==> src/mbox_pkg.sv <==
// Mailbox package with payload widths, FIFO depth and the APB register map
package mbox_pkg;

    // Payload and buffer sizing
    localparam int DATA_W     = 8;
    localparam int FIFO_DEPTH = 16;
    localparam int PTR_W      = $clog2(FIFO_DEPTH);
    // One extra bit so a full FIFO count of 16 fits
    localparam int CNT_W      = PTR_W + 1;

    // APB completer widths
    localparam int APB_ADDR_W = 8;
    localparam int APB_DATA_W = 32;

    // Register byte offsets
    localparam logic [APB_ADDR_W-1:0] REG_DATA   = 8'h00;
    localparam logic [APB_ADDR_W-1:0] REG_STATUS = 8'h04;
    localparam logic [APB_ADDR_W-1:0] REG_CTRL   = 8'h08;

    // Status word layout
    // Count sits in the low bits, flags start at bit 8
    localparam int STAT_CNT_LSB   = 0;
    localparam int STAT_EMPTY_BIT = 8;
    localparam int STAT_FULL_BIT  = 9;
    localparam int STAT_OVF_BIT   = 10;

    // Control word layout
    localparam int CTRL_DRAIN_BIT   = 0;
    localparam int CTRL_OVF_CLR_BIT = 1;

endpackage

==> src/apb_push_port.sv <==
// APB completer for the mailbox: register decode, FIFO push strobe and control state
module apb_push_port (
    input  logic                            clk,
    input  logic                            rst,
    input  logic [mbox_pkg::APB_ADDR_W-1:0] paddr,
    input  logic                            psel,
    input  logic                            penable,
    input  logic                            pwrite,
    input  logic [mbox_pkg::APB_DATA_W-1:0] pwdata,
    input  logic [mbox_pkg::CNT_W-1:0]      count,
    input  logic                            full,
    input  logic                            empty,
    output logic [mbox_pkg::APB_DATA_W-1:0] prdata,
    output logic                            pready,
    output logic                            pslverr,
    output logic                            push,
    output logic [mbox_pkg::DATA_W-1:0]     push_data,
    output logic                            drain_en
);
    import mbox_pkg::*;

    logic access;
    logic wr_access;
    logic rd_access;
    logic sel_data;
    logic sel_status;
    logic sel_ctrl;
    logic mapped;
    logic full_write;
    logic ovf;
    logic [APB_DATA_W-1:0] status_word;

    // No wait states
    assign pready = 1'b1;

    // Access phase of a transfer
    assign access    = psel && penable;
    assign wr_access = access && pwrite;
    assign rd_access = access && !pwrite;

    // Register decode
    assign sel_data   = (paddr == REG_DATA);
    assign sel_status = (paddr == REG_STATUS);
    assign sel_ctrl   = (paddr == REG_CTRL);
    assign mapped     = sel_data || sel_status || sel_ctrl;

    // Data writes that find no room are dropped
    assign full_write = wr_access && sel_data && full;
    assign push       = wr_access && sel_data && !full;
    assign push_data  = pwdata[DATA_W-1:0];

    assign pslverr = access && (!mapped || full_write);

    // Status word as it stands this cycle
    always_comb begin
        status_word = '0;
        status_word[STAT_CNT_LSB +: CNT_W] = count;
        status_word[STAT_EMPTY_BIT]        = empty;
        status_word[STAT_FULL_BIT]         = full;
        status_word[STAT_OVF_BIT]          = ovf;
    end

    // Read mux, data register reads as zero
    always_comb begin
        prdata = '0;
        if (rd_access && sel_status) begin
            prdata = status_word;
        end else if (rd_access && sel_ctrl) begin
            prdata[CTRL_DRAIN_BIT] = drain_en;
        end
    end

    // Drain enable from CTRL
    always_ff @(posedge clk or posedge rst) begin
        if (rst) begin
            drain_en <= 1'b0;
        end else if (wr_access && sel_ctrl) begin
            drain_en <= pwdata[CTRL_DRAIN_BIT];
        end
    end

    // Sticky overflow
    // A fresh overflow wins over a clear in the same cycle
    always_ff @(posedge clk or posedge rst) begin
        if (rst) begin
            ovf <= 1'b0;
        end else if (full_write) begin
            ovf <= 1'b1;
        end else if (wr_access && sel_ctrl && pwdata[CTRL_OVF_CLR_BIT]) begin
            ovf <= 1'b0;
        end
    end

    // Requester keeps psel up through the access phase
    a_penable_psel: assert property (
        @(posedge clk) disable iff (rst)
        penable |-> psel
    ) else $error("apb_push_port: penable without psel");

endmodule

==> src/byte_fifo.sv <==
// Byte FIFO: circular store with wrapping pointers, occupancy count and full/empty flags
module byte_fifo #(
    parameter int DEPTH = mbox_pkg::FIFO_DEPTH
) (
    input  logic                        clk,
    input  logic                        rst,
    input  logic                        push,
    input  logic [mbox_pkg::DATA_W-1:0] push_data,
    input  logic                        pop,
    output logic [mbox_pkg::DATA_W-1:0] head_data,
    output logic [mbox_pkg::CNT_W-1:0]  count,
    output logic                        full,
    output logic                        empty
);
    import mbox_pkg::*;

    // Storage, no reset on payload
    logic [DATA_W-1:0] mem [DEPTH];

    logic [PTR_W-1:0] wr_ptr;
    logic [PTR_W-1:0] rd_ptr;
    logic [CNT_W-1:0] occ;

    // Advance a pointer, wrapping at DEPTH
    function automatic logic [PTR_W-1:0] next_ptr(input logic [PTR_W-1:0] ptr);
        logic [PTR_W-1:0] nxt;
        if (ptr == PTR_W'(DEPTH - 1)) begin
            nxt = '0;
        end else begin
            nxt = ptr + 1'b1;
        end
        return nxt;
    endfunction

    // Synchronous write at the write pointer
    always_ff @(posedge clk) begin
        if (push) begin
            mem[wr_ptr] <= push_data;
        end
    end

    // Oldest entry, read combinationally
    assign head_data = mem[rd_ptr];

    always_ff @(posedge clk or posedge rst) begin
        if (rst) begin
            wr_ptr <= '0;
        end else if (push) begin
            wr_ptr <= next_ptr(wr_ptr);
        end
    end

    always_ff @(posedge clk or posedge rst) begin
        if (rst) begin
            rd_ptr <= '0;
        end else if (pop) begin
            rd_ptr <= next_ptr(rd_ptr);
        end
    end

    // Occupancy tracking
    // Push and pop together leave it unchanged
    always_ff @(posedge clk or posedge rst) begin
        if (rst) begin
            occ <= '0;
        end else if (push && !pop) begin
            occ <= occ + 1'b1;
        end else if (pop && !push) begin
            occ <= occ - 1'b1;
        end
    end

    assign count = occ;
    assign full  = (occ == CNT_W'(DEPTH));
    assign empty = (occ == '0);

    // Producer must respect full unless a pop frees a slot this cycle
    a_no_push_full: assert property (
        @(posedge clk) disable iff (rst)
        push && full |-> pop
    ) else $error("byte_fifo: push while full");

    // Consumer must never pop an empty FIFO
    a_no_pop_empty: assert property (
        @(posedge clk) disable iff (rst)
        !(pop && empty)
    ) else $error("byte_fifo: pop while empty");

    // Occupancy stays within the store
    a_cnt_bound: assert property (
        @(posedge clk) disable iff (rst)
        occ <= CNT_W'(DEPTH)
    ) else $error("byte_fifo: count above depth");

endmodule

==> src/mbox_top.sv <==
// Mailbox top: APB push port, byte FIFO and stream drain engine
module mbox_top (
    input  logic                            clk,
    input  logic                            rst,
    input  logic [mbox_pkg::APB_ADDR_W-1:0] paddr,
    input  logic                            psel,
    input  logic                            penable,
    input  logic                            pwrite,
    input  logic [mbox_pkg::APB_DATA_W-1:0] pwdata,
    input  logic                            out_ready,
    output logic [mbox_pkg::APB_DATA_W-1:0] prdata,
    output logic                            pready,
    output logic                            pslverr,
    output logic                            out_valid,
    output logic [mbox_pkg::DATA_W-1:0]     out_data
);
    import mbox_pkg::*;

    logic              push;
    logic [DATA_W-1:0] push_data;
    logic              pop;
    logic [DATA_W-1:0] head_data;
    logic [CNT_W-1:0]  count;
    logic              full;
    logic              empty;
    logic              drain_en;

    apb_push_port u_apb (
        .clk       (clk),
        .rst       (rst),
        .paddr     (paddr),
        .psel      (psel),
        .penable   (penable),
        .pwrite    (pwrite),
        .pwdata    (pwdata),
        .count     (count),
        .full      (full),
        .empty     (empty),
        .prdata    (prdata),
        .pready    (pready),
        .pslverr   (pslverr),
        .push      (push),
        .push_data (push_data),
        .drain_en  (drain_en)
    );

    byte_fifo #(
        .DEPTH (FIFO_DEPTH)
    ) u_fifo (
        .clk       (clk),
        .rst       (rst),
        .push      (push),
        .push_data (push_data),
        .pop       (pop),
        .head_data (head_data),
        .count     (count),
        .full      (full),
        .empty     (empty)
    );

    stream_drain u_drain (
        .clk       (clk),
        .rst       (rst),
        .drain_en  (drain_en),
        .head_data (head_data),
        .empty     (empty),
        .out_ready (out_ready),
        .pop       (pop),
        .out_valid (out_valid),
        .out_data  (out_data)
    );

endmodule

==> src/stream_drain.sv <==
// Drain engine moving FIFO bytes into a registered valid/ready output stage
module stream_drain (
    input  logic                        clk,
    input  logic                        rst,
    input  logic                        drain_en,
    input  logic [mbox_pkg::DATA_W-1:0] head_data,
    input  logic                        empty,
    input  logic                        out_ready,
    output logic                        pop,
    output logic                        out_valid,
    output logic [mbox_pkg::DATA_W-1:0] out_data
);
    import mbox_pkg::*;

    logic stage_free;
    logic load;
    logic [DATA_W-1:0] stage_data;

    // Stage can take a byte when idle or handing one off now
    assign stage_free = !out_valid || out_ready;

    // Refill from the FIFO head
    assign load = drain_en && !empty && stage_free;
    assign pop  = load;

    // Valid flag of the output stage
    always_ff @(posedge clk or posedge rst) begin
        if (rst) begin
            out_valid <= 1'b0;
        end else if (load) begin
            out_valid <= 1'b1;
        end else if (out_ready) begin
            // Byte left and nothing followed it
            out_valid <= 1'b0;
        end
    end

    // Payload register
    always_ff @(posedge clk) begin
        if (load) begin
            stage_data <= head_data;
        end
    end

    assign out_data = stage_data;

    // Held byte must not change under back-pressure
    a_hold_stable: assert property (
        @(posedge clk) disable iff (rst)
        out_valid && !out_ready |=> out_valid && $stable(out_data)
    ) else $error("stream_drain: output changed while stalled");

endmodule

==> config.mk <==
export PLATFORM = sky130hd
export DESIGN_NAME = mbox_top
export DESIGN_NICKNAME = d
export VERILOG_FILES = /design/src/mbox_pkg.sv /design/src/apb_push_port.sv /design/src/byte_fifo.sv /design/src/mbox_top.sv /design/src/stream_drain.sv
export SDC_FILE = /design/constraint.sdc
export NUM_CORES = 1
export LEC_CHECK = 0
export BUFFER_PORTS_ARGS = -buffer_cell sky130_fd_sc_hd__buf_2
export CORE_MARGIN = 2
export CORE_UTILIZATION = 57
export DETAILED_ROUTE_END_ITERATION = 7
export GPL_ROUTABILITY_DRIVEN = 0
export PLACE_DENSITY_LB_ADDON = 0.2
export SYNTH_ARGS = -nofsm -noshare
export SYNTH_HDL_FRONTEND = slang
export SYNTH_HIERARCHICAL = 1
export SYNTH_SLANG_ARGS = --single-unit
==> constraint.sdc <==
create_clock -name clk -period 4 [get_ports clk]
set_clock_uncertainty 0.15 [all_clocks]
set_input_delay 0.2 -clock clk [delete_from_list [all_inputs] [get_ports clk]]
set_output_delay 0.2 -clock clk [all_outputs]
set_load 0.02 [all_outputs]
Yosys cells after proc, flatten, opt, wreduce, memory -nomap -nowiden
Memory sizes are Yosys's and may differ from the RTL's. A register that Yosys moved wholly into a read port is not among the register bits.
Index checks and enable logic that the tools add are counted.
Storage, ports and cells
  register bits: 16
  bits in writable memories: 128
  output and inout bits: 43
  word-level logic and storage cells: 60
  memories: 1
Memories
  u_fifo.mem: words 16, width 8, read ports 1, clocked after memory_dff 1, wr ports 1, line byte_fifo.sv:18  | logic [DATA_W-1:0] mem [DEPTH];
Cells by class
  $add $sub $neg: 4
  eq/ne operators: 5
  muxes and demuxes: 13
  reductions and logical operators: 31
Operators with widths (count)
  1-bit logical AND: 15
  10-bit 2-to-1 mux: 1
  5-bit 2-to-1 mux: 2
  4-bit by 1-bit adder with 4-bit output, second input constant: 2
  4-bit equality test, second input constant: 2
  8-bit by 3-bit equality test with 1-bit output, second input constant: 1
  8-bit by 4-bit equality test with 1-bit output, second input constant: 1
  8-bit logical NOT: 1
  1-bit 2-to-1 mux: 8
  4-bit 2-to-1 mux: 2
  1-bit logical NOT: 7
  2-bit nonzero test: 3
  5-bit by 1-bit adder with 5-bit output, second input constant: 1
  5-bit equality test, second input constant: 1
  5-bit logical NOT: 1
  5-bit by 1-bit subtractor with 5-bit output, second input constant: 1
  1-bit logical OR: 4

Longest topological paths before layout
Gate-level depths: netlist of run 1.
  word-level depth: 8
  gate-level depth with buffers: 12
  mapped depth without buffers: 12

Modules after synthesis
Netlist of run 1, hierarchy kept.
By module, submodules not included
  byte_fifo: times used 1, cells each 292, area an instance 5748.0 µm², seq. area each 4169.0 µm²
  apb_push_port: times used 1, cells each 69, area an instance 539.3 µm², seq. area each 50.0 µm²
  stream_drain: times used 1, cells each 15, area an instance 307.8 µm², seq. area each 265.3 µm²

Worst setup path before layout of run 1
No wires, ideal clock.
  kind: input -> register
  start point: input port paddr[1] in the netlist's numbering
  end point: register u_fifo.occ[4], in the netlist u_fifo/count[4]
  library setup time: 0.126 ns
  arrival time: 2.976 ns
  required time: 3.724 ns
  slack: 0.748 ns
  cell stages on the path: 11
  buffers on the path: 1
  path through: or4_4 buf_6 or2_1 nor4_1 ha_1 inv_1 fa_1 a21o_1 a2111oi_0 a31oi_1 a221o_1
On the way
  cells in the longest elaborated chain, start to end: 6
  elaborated cells between the ends (all ways): 8
  those cells by class: mux (1); reduce/logical (7)
Ends and longest elaborated chain
  from (decl): line mbox_top.sv:5  | input logic [mbox_pkg::APB_ADDR_W-1:0] paddr,
  8-bit logical NOT *: line apb_push_port.sv:42  | assign sel_data = (paddr == REG_DATA);
  1-bit logical AND * (2 in series): line apb_push_port.sv:49  | assign push = wr_access && sel_data && !full;
  net push: line mbox_top.sv:19  | logic push;
  1-bit logical NOT: line byte_fifo.sv:68  | end else if (pop && !push) begin
  1-bit logical AND: line byte_fifo.sv:68
  2-bit nonzero test (no line)
  to (signal assigned): line byte_fifo.sv:67  | occ <= occ + 1'b1;
  to (signal assigned): line byte_fifo.sv:69  | occ <= occ - 1'b1;
  to (decl): line byte_fifo.sv:22  | logic [CNT_W-1:0] occ;
The timed path passes the listed nets; every way through them passes the cells marked *.
A chain may end at the register's enable or synchronous reset.

Worst setup path in the final report of run 1
  start point: register u_fifo.occ[0], in the netlist u_fifo/count[0]
  end point: register u_fifo.occ[4], in the netlist u_fifo/count[4]
On the way
  cells in the longest elaborated chain, start to end: 7
  elaborated cells between the ends (all ways): 16
  those cells by class: add/sub (2); eq/ne (1); mux (2); reduce/logical (11)
Ends and longest elaborated chain
  5-bit logical NOT *: line byte_fifo.sv:75  | assign empty = (occ == '0);
  net empty: line mbox_top.sv:25  | logic empty;
  1-bit logical NOT *: line stream_drain.sv:23  | assign load = drain_en && !empty && stage_free;
  1-bit logical AND * (2 in series): line stream_drain.sv:23
  net pop: line mbox_top.sv:21  | logic pop;
  1-bit logical NOT: line byte_fifo.sv:66  | end else if (push && !pop) begin
  1-bit logical AND: line byte_fifo.sv:66
  5-bit 2-to-1 mux / 2-bit nonzero test (equally long branches)
The timed path passes the listed nets; every way through them passes the cells marked *. The select of a mux whose other input is x is not followed.

==> results of run 1 <==
power groups by stage:
stage          clock network, uW  registers [uW]  logic (uW)
4_1_cts                     1420            1810         332
2_1_floorplan                  0            1800         330
3_5_place_dp                   0            1850         327
3_3_place_gp                   0            1850         317
5_1_grt                     1490            1820         364
6_report                    1400            1810         330
area by class of cell:
type | instances | share of cell area (%)
flip-flops and latches | 152 | 61.4
well taps | 143 | 2.45
multi-input cells | 189 | 25.0
clock inverters | 13 | 1.20
clock buffers | 19 | 5.93
inverters | 11 | 0.565
repair buffers | 45 | 3.39
cell families after synthesis:
logic type / Yosys count / share of synthesized area (%)
simple gates: 72 / 6.58
fa+ha+maj: 10 / 2.01
other cells: 2 / 0.114
flops: 152 / 68.0
mux: 36 / 12.5
xor+xnor: 6 / 0.797
buf+inv: 58 / 5.73
compound gates: 40 / 4.25
stage by stage:
stage               hold WS, ns  cells
floorplan                -0.221    399
detailed placement      -0.0892    537
finish                   0.0196    572
global placement        -0.0919    537
global route             0.0213    572
CTS                      0.0156    572
worst max-delay path, stage by stage (launching register included):
cell and delay (ns):
sky130_fd_sc_hd__dfrtp_1 0.48, sky130_fd_sc_hd__nor4_1 0.11, sky130_fd_sc_hd__nor2b_1 0.15, sky130_fd_sc_hd__nand2b_4 0.16, sky130_fd_sc_hd__a21oi_4 0.41, sky130_fd_sc_hd__inv_1 0.09, sky130_fd_sc_hd__ha_1 0.23, sky130_fd_sc_hd__inv_1 0.20
sky130_fd_sc_hd__ha_1 0.31, sky130_fd_sc_hd__a21o_1 0.22, sky130_fd_sc_hd__a2111oi_0 0.43, sky130_fd_sc_hd__a31oi_1 0.10, sky130_fd_sc_hd__a221o_1 0.33
what timing repair did:
action | CTS | global route
resized for setup | 0 | 1
endpoints found under the setup margin | 0 | 1
setup buffers | 0 | 0
hold buffers | 3 | 0
hold endpoints to repair | 18 | 0
sequential cells by signal, summed over array words and instances, names as in the netlist:
signal and count:
u_apb/ovf 1, u_drain/out_data 8, u_fifo/rd_ptr 4, u_drain/out_valid 1, u_fifo/wr_ptr 4, u_fifo/count 5
u_fifo/mem 128, u_apb/drain_en 1
worst min path at each step:
stage                     startpoint           endpoint  slack, ns  cells after the start
after floorplan                  rst  u_drain/out_valid      -0.22                      1
after global placement           rst  u_drain/out_valid      -0.09                      2
after detailed placement         rst  u_drain/out_valid      -0.09                      2
after CTS                        rst  u_drain/out_valid       0.02                      3
after global routing       pwdata[5]   u_fifo/mem[1][5]       0.02                      1
final                      pwdata[5]   u_fifo/mem[7][5]       0.02                      1
per-layer routing:
layer / up-vias / global-route usage, %
met2: 133 / 33.5
li1: 1494 / -
met4: 0 / 7.16
met3: 15 / 4.46
met1: 1646 / 26.9
met5: - / 0
cells in the mapped netlist, drive strengths merged (5+ instances only):
| cell | number |
|---|---|
| dfrtp | 16 |
| xnor2 | 5 |
| o21ai | 7 |
| clkbuf | 6 |
| buf | 41 |
| edfxtp | 136 |
| mux4 | 32 |
| nand2 | 18 |
| nor4 | 5 |
| and2 | 25 |
| inv | 11 |
| a22oi | 16 |
| a21oi | 6 |
| ha | 9 |
==> metrics.log, run 1 <==
INFO  metric route.top_layer_used = met4
INFO  metric cts.path.max_buffers = 2
INFO  metric run_status = finished, final reports clean
INFO  metric die-width = 112 um
INFO  metric global_route_wire_length_before_repair = about 19000 um
INFO  metric num_antenna_cells = 0
INFO  metric synthArstFlopShare = 10.5%
INFO  metric core_region_area = 11400 sq um
INFO  metric layout-area-overhead-vs-synth = 10.7%
INFO  metric dpl.hpwl = approximately 7300 um
INFO  metric min_period_over_period = 87.5%
INFO  metric vias = roughly 3300
INFO  metric seq_power_share = between 50% and 60%
INFO  metric clkSinkCount = 152
INFO  metric number_of_design_rule_violations_left_by_the_first_detailed_router_iteration = about 240
INFO  metric synth_enable_flop_cells = approximately 140
INFO  metric max_slew_margin_vs_limit = between 40% and 50%
INFO  metric postLayoutCoreUtil = ~64%
INFO  metric wl_met2 = 5840 um
INFO  metric endpoint = u_fifo/count[4]
INFO  metric worst-slew-pin-transition = a little over 0.8 ns
INFO  metric cts_inserted_buffers = 17
INFO  metric pin_count_of_the_biggest_net_entering_global_routing = 37
INFO  metric cp.required = around 4.1 ns
INFO  metric clock_tree.root_cell = sky130_fd_sc_hd__clkbuf_16
INFO  metric start_kind = flip-flop
INFO  metric yosys.area.top_type = sky130_fd_sc_hd__edfxtp_1
INFO  metric route.final.wire_length = 11500 um
INFO  metric synth.top_cell.area_share = between 60% and 70%
INFO  metric p_total = approximately 3500 uW
INFO  metric gr-total-overflow = 0
INFO  metric critical_path.reg2reg.startpoint = u_fifo/count[0]
INFO  metric fmaxAchievable = between 0.2 and 0.3 GHz
INFO  metric ir_drop = 0.000246 V
INFO  metric timing.final.crit_period = 3.50 ns
INFO  metric postSynthCellCount = around 380
INFO  metric power_frac_clock = between 30% and 40%
INFO  metric synth_top_cells_by_area = sky130_fd_sc_hd__edfxtp_1 (62%), sky130_fd_sc_hd__mux4_1 (6.4%), sky130_fd_sc_hd__dfrtp_1 (6.1%)
INFO  metric synth-seq-cells = roughly 150
INFO  metric sequential_cell_area_fraction_in_the_yosys_report = between 60% and 70%
INFO  metric tns = 0 ns
INFO  metric layout.area.seq = between 4000 and 5000 sq um
INFO  metric setup.worst_path.class = reg2reg
INFO  metric rsz_0062_raised_after_global_routing = no
INFO  metric port_buffers = 39
INFO  metric cp-end-kind = flip-flop
INFO  metric final-max-slew-violation-count = 0
INFO  metric grt_use_total = between 20% and 30%
INFO  metric dpl-instance-area = 6740 sq um
INFO  metric setup-violations-final = 0
INFO  metric die_area = 12400 sq um
INFO  metric finalWorstSetupSlack = between 0.5 and 0.6 ns
INFO  metric power_frac_comb = a little under a tenth
INFO  metric initial_core_util = approximately three fifths
INFO  metric p_leak = between 0.002 and 0.003 uW
INFO  metric swShare = about 22%
INFO  metric floorplan.rows = 39
INFO  metric internal_cell_power = about 2800 uW
INFO  metric viasPerCell = 5.75
INFO  metric design.portCount = 89
INFO  metric cts-htree-levels = 4
INFO  metric worst_setup_path_startpoint = u_fifo/count[0]
INFO  metric netlist-cell-type-count = 52
INFO  metric multi_input_area = 1830 sq um
INFO  metric finalHoldViolCount = 0
INFO  metric routedWlPerCell = just over 20 um
INFO  metric first_global_vias = between 3000 and 4000
INFO  metric syn-mean-instance-area = 17.5 sq um
INFO  metric drcViolationCount = 0
INFO  metric max-cap-violations = 0
INFO  metric netSwitchingPower = ~800 uW
INFO  metric drt_pre_antenna_iters = 5
INFO  metric synth_warnings = 6
INFO  metric synth-main-ff-cell = sky130_fd_sc_hd__edfxtp_1
INFO  metric powerDensity = between 400 and 500 nW/um^2
INFO  metric fillerInstances = 789
INFO  metric worst_slack_after_detailed_placement = around 0.32 ns
INFO  metric clock_tree_from_tritoncts = done
INFO  metric m1WireLength = slightly below 5000 um
INFO  metric critical_path_peak_fanout = 14
INFO  metric post_drt_antenna_nets = 0
INFO  metric worstSkewPairLatency = about 0.41 ns
INFO  metric layout.cell_area.non_filler = between 7000 and 8000 sq um
INFO  metric worst_r2r_path_depth = 12
INFO  metric min-delay-path-class = in2reg
INFO  metric mostFrequentLayoutCell = sky130_fd_sc_hd__edfxtp_1
INFO  metric grt_antenna_before_repair = 0
INFO  metric layout_common_cells = sky130_fd_sc_hd__edfxtp_1 (136), sky130_fd_sc_hd__buf_2 (39), sky130_fd_sc_hd__and2_1 (25), sky130_fd_sc_hd__conb_1 (25), sky130_fd_sc_hd__nand2_1 (18)
INFO  metric clkTransAtPathRegs = approximately 0.060 ns
INFO  metric die_h = between 100 and 150 um
INFO  metric detailroute.wirelength.met3 = between 500 and 600 um
INFO  metric synthesis.area = 6600 sq um
INFO  metric finalNetCount = between 400 and 500
INFO  metric critPathArrivalTime = roughly 3.6 ns
INFO  metric reg2reg_slack = about 0.50 ns
INFO  metric reg2reg_to = u_fifo/count[4]
INFO  metric drive_above_1_share = 22.4%
(Power assumes the default switching activity.)
==> inputs of run 2 (changes only) <==
--- a/config.mk
+++ b/config.mk
@@ -13,5 +13,4 @@
 export PLACE_DENSITY_LB_ADDON = 0.2
 export SYNTH_ARGS = -nofsm -noshare
 export SYNTH_HDL_FRONTEND = slang
-export SYNTH_HIERARCHICAL = 1
 export SYNTH_SLANG_ARGS = --single-unit
==> run 2 against run 1 <==
Compared with the run above:
- total power is 1.0% lower
- count of clock-buffer cells in the layout unchanged
- critical endpoint is now u_fifo.count[4]
- critical path depth shrank 2
- sequential share of layout area decreased by 0.79 points
- synthesized cell count is 2.1% lower
- routed wire length increased by 4.5%
- largest power group unchanged
- largest cell class unchanged
- flip-flop and latch count unchanged
- first-iteration DRC count is 5.0% lower
- maximum frequency rose by 2.6%
==> metrics.log, run 2 <==
INFO  metric cp-end-kind = flip-flop
INFO  metric postCtsResizedCells = 0 (unchanged)
INFO  metric gr-total-overflow = 0 (unchanged)
INFO  metric clock_tree_from_tritoncts = done
INFO  metric drive_above_1_share = 26.4% (+4.0 points)
INFO  metric power_frac_clock = 44.1% (+4.6 points)
INFO  metric routedWlPerCell = 20.6 um (+2.4%)
INFO  metric cp_top_family = compound AO/OA/AOI/OAI gates
INFO  metric initial_core_util = 58.9% (+0.90 points)
INFO  metric post_drt_antenna_nets = 0 (unchanged)
INFO  metric first_global_vias = 3444 (+1.9%)
INFO  metric synth_top_cells_by_area = sky130_fd_sc_hd__edfxtp_1 (64%), sky130_fd_sc_hd__mux4_2 (11%), sky130_fd_sc_hd__dfrtp_1 (6.2%)
INFO  metric synth-seq-cells = 152 (unchanged)
INFO  metric die-width = 110 um (-1.3%)
INFO  metric layout.cell_area.non_filler = 7390 sq um (+1.3%)
INFO  metric floorplan.rows = 38 (-2.6%)
INFO  metric pin_count_of_the_biggest_net_entering_global_routing = 27 (-27%)
INFO  metric rsz_0062_raised_after_global_routing = no
INFO  metric ir_drop = 0.000264 V (+7.3%)
INFO  metric vias = 3419 (+4.0%)
INFO  metric tns = 0 ns (unchanged)
INFO  metric final_hold_slack = 0.0394 ns (+0.0199 ns)
INFO  metric layout_common_cells = sky130_fd_sc_hd__edfxtp_1 (136), sky130_fd_sc_hd__buf_2 (39), sky130_fd_sc_hd__mux4_2 (32), sky130_fd_sc_hd__conb_1 (25), sky130_fd_sc_hd__nand2_1 (20)
INFO  metric cts_inserted_buffers = 17 (unchanged)
INFO  metric clkTransAtPathRegs = 0.06 ns (about the same)
INFO  metric fmaxAchievable = 0.293 GHz (+2.6%)
INFO  metric synth_enable_flop_cells = 136 (unchanged)
INFO  metric synthArstFlopShare = 10.5% (unchanged)
INFO  metric cts.path.max_buffers = 2 (unchanged)
INFO  metric clkSinkCount = 152 (unchanged)
INFO  metric layout-area-overhead-vs-synth = 15.3%
INFO  metric number_of_design_rule_violations_left_by_the_first_detailed_router_iteration = 226 (-5.0%)
INFO  metric synthesis.area = 6410 sq um (-2.8%)
INFO  metric netSwitchingPower = 735 uW (-5.6%)
INFO  metric mostFrequentLayoutCell = sky130_fd_sc_hd__edfxtp_1
INFO  metric yosys.area.top_type = sky130_fd_sc_hd__edfxtp_1
INFO  metric powerDensity = 474 nW/um^2 (-2.3%)
INFO  metric finalNetCount = 487 (+3.2%)
INFO  metric grt_use_total = 22.2% (+2.0 points)
INFO  metric die_h = 110 um (-1.3%)
INFO  metric setup-violations-final = 0 (unchanged)
INFO  metric synth.most_common_cell = sky130_fd_sc_hd__edfxtp_1
INFO  metric grt_antenna_before_repair = 0 (unchanged)
INFO  metric critical-path-max-stage-delay = 0.60 ns (+0.12 ns)
INFO  metric max_slew_margin_vs_limit = 40.8% (-4.7 points)
INFO  metric registers.top_by_ff_count = u_fifo.mem
INFO  metric finalHoldViolCount = 0 (unchanged)
INFO  metric worstSkewPairLatency = 0.52 ns (+0.11 ns)
INFO  metric critPathArrivalTime = 3.67 ns (+0.03 ns)
INFO  metric cp.required = 4.26 ns (+0.12 ns)
INFO  metric synth.top_cell.area_share = 63.7% (+1.8 points)
INFO  metric fillerInstances = 741 (-6.1%)
INFO  metric setup.worst_path.class = reg2reg
INFO  metric synth-main-ff-cell = sky130_fd_sc_hd__edfxtp_1
INFO  metric critical_path_peak_fanout = 8 (-6)
INFO  metric global_route_wire_length_before_repair = 18800 um (+0.81%)
INFO  metric cp_cell_sequence = or4_1 -> o211ai_2 -> buf_4 -> ha_1 -> inv_1 -> fa_1 -> a21o_1 -> a2111oi_0 -> a31oi_1 -> a221o_1
INFO  metric port_buffers = 39 (unchanged)
INFO  metric dpl-instance-area = 6700 sq um (-0.67%)
INFO  metric max-cap-violations = 0 (unchanged)
INFO  metric design.portCount = 89 (unchanged)
INFO  metric clock_tree.root_cell = sky130_fd_sc_hd__clkbuf_8
INFO  metric largest_register_ff_count = 128 (unchanged)
INFO  metric worst-slew-pin-transition = 0.884 ns (+0.0666 ns)
INFO  metric core_region_area = 10900 sq um (-4.2%)
INFO  metric min_period_over_period = 85.3% (-2.2 points)
INFO  metric timing.final.crit_period = 3.41 ns (-0.0872 ns)
INFO  metric p_total = 3510 uW (-1.0%)
INFO  metric final-max-slew-violation-count = 0 (unchanged)
INFO  metric dpl.hpwl = 7660 um (+5.6%)
INFO  metric power_frac_comb = 5.6% (-3.7 points)
INFO  metric synth_warnings = 0 (-6)
INFO  metric seq_power_share = 50.4% (-0.7 points)
INFO  metric drt_pre_antenna_iters = 4 (-1)
INFO  metric drcViolationCount = 0 (unchanged)
INFO  metric start_kind = flip-flop
INFO  metric sequential_cell_area_fraction_in_the_yosys_report = 69.9% (+1.9 points)
INFO  metric run_status = finished, final reports clean
INFO  metric route.final.wire_length = 12000 um (+4.5%)
INFO  metric postLayoutCoreUtil = 67.9% (+3.7 points)
INFO  metric internal_cell_power = 2770 uW (+0.27%)
INFO  metric viasPerCell = 5.85 (+1.8%)
INFO  metric holdBufCountCts = 12 (+9)
INFO  metric netlist-cell-type-count = 46 (-12%)
INFO  metric syn-mean-instance-area = 17.4 sq um (-0.64%)
INFO  metric p_leak = 0.00258 uW (about the same)
INFO  metric synth.cells.most_frequent = sky130_fd_sc_hd__edfxtp_1 (136), sky130_fd_sc_hd__mux4_2 (32), sky130_fd_sc_hd__buf_4 (25)
INFO  metric num_antenna_cells = 0 (unchanged)
INFO  metric cts_setup_buffers = 0 (unchanged)
INFO  metric cts-htree-levels = 4 (unchanged)
INFO  metric die_area = 12100 sq um (-2.7%)
INFO  metric postSynthCellCount = 368 (-2.1%)
INFO  metric swShare = 21.0% (-1.0 points)
INFO  metric cp.buffers_inverters = 2 (unchanged)
INFO  metric min-delay-path-class = in2reg
INFO  metric timing.critical_path.slowest_stage_cell = sky130_fd_sc_hd__or4_1
-- run 2: worst paths after layout --
check / start / to / slack (ns) / depth (start not counted)
worst min register to register: u_drain.out_valid / u_drain.out_valid / 0.38 / 2
max in group asynchronous: rst / u_fifo.rd_ptr[0] / 3.01 / 3
worst max-delay path: u_fifo.count[0] / u_fifo.count[4] / 0.59 / 10
min in group asynchronous: rst / u_fifo.count[1] / 0.19 / 3
worst min-delay path: paddr[2] / u_fifo.wr_ptr[3] / 0.04 / 4
worst max register to register: u_fifo.count[0] / u_fifo.count[4] / 0.59 / 10
-- run 2: final cells by class --
cell class | instances | area, sq um | area share (%)
inverter | 7 | 26.3 | 0.355
timing repair buffer | 61 | 390 | 5.28
clock inverter | 13 | 154 | 2.08
clock buffer | 19 | 422 | 5.70
sequential | 152 | 4490 | 60.7
multi-input combinational | 192 | 1740 | 23.6
tap | 140 | 175 | 2.37
-- run 2: stage by stage --
stage	instances	worst slack, ns
after global routing	584	0.305
after detailed placement	540	0.566
after global placement	540	0.629
after CTS	584	0.562
final	584	0.589
after floorplan	391	0.727
-- run 2: power groups by stage --
| stage | Clock (uW) | Sequential (uW) | Combinational [uW] |
|---|---|---|---|
| 2_1_floorplan | 0 | 1780 | 169 |
| 3_3_place_gp | 0 | 1800 | 184 |
| 3_5_place_dp | 0 | 1800 | 190 |
| 4_1_cts | 1560 | 1770 | 198 |
| 5_1_grt | 1640 | 1770 | 218 |
| 6_report | 1550 | 1770 | 196 |
-- run 2: logic make-up (layout without fill, tap and decap cells) --
group / Yosys count / count (layout) / synth area share, %
adders and majority gates: 10 / 10 / 2.07
AOI/OAI and AO/OA: 44 / 44 / 5.23
and+or+nand+nor: 73 / 73 / 5.95
DFF: 152 / 152 / 69.9
xor gates and xnor gates: 5 / 5 / 0.683
muxes: 35 / 35 / 11.8
buffers and inverters: 47 / 100 / 4.27
other: 2 / 25 / 0.117
-- run 2: per-layer routing --
metal / share of wire (%) / GRT usage (%) / up-vias
met5: 0 / 0 / -
met4: 1.4 / 7.05 / 0
met3: 6.4 / 6.70 / 18
met2: 50 / 36.1 / 142
met1: 42 / 29.2 / 1732
li1: - / - / 1527
-- run 2: worst register-to-register path, delay by kind of cell (launching register included) --
family,cells,cell delay (ns)
AOI/OAI and AO/OA,5,1.15
buffers and inverters,2,0.31
and+or+nand+nor,1,0.60
adders and majority gates,2,0.62
DFF,1,0.46
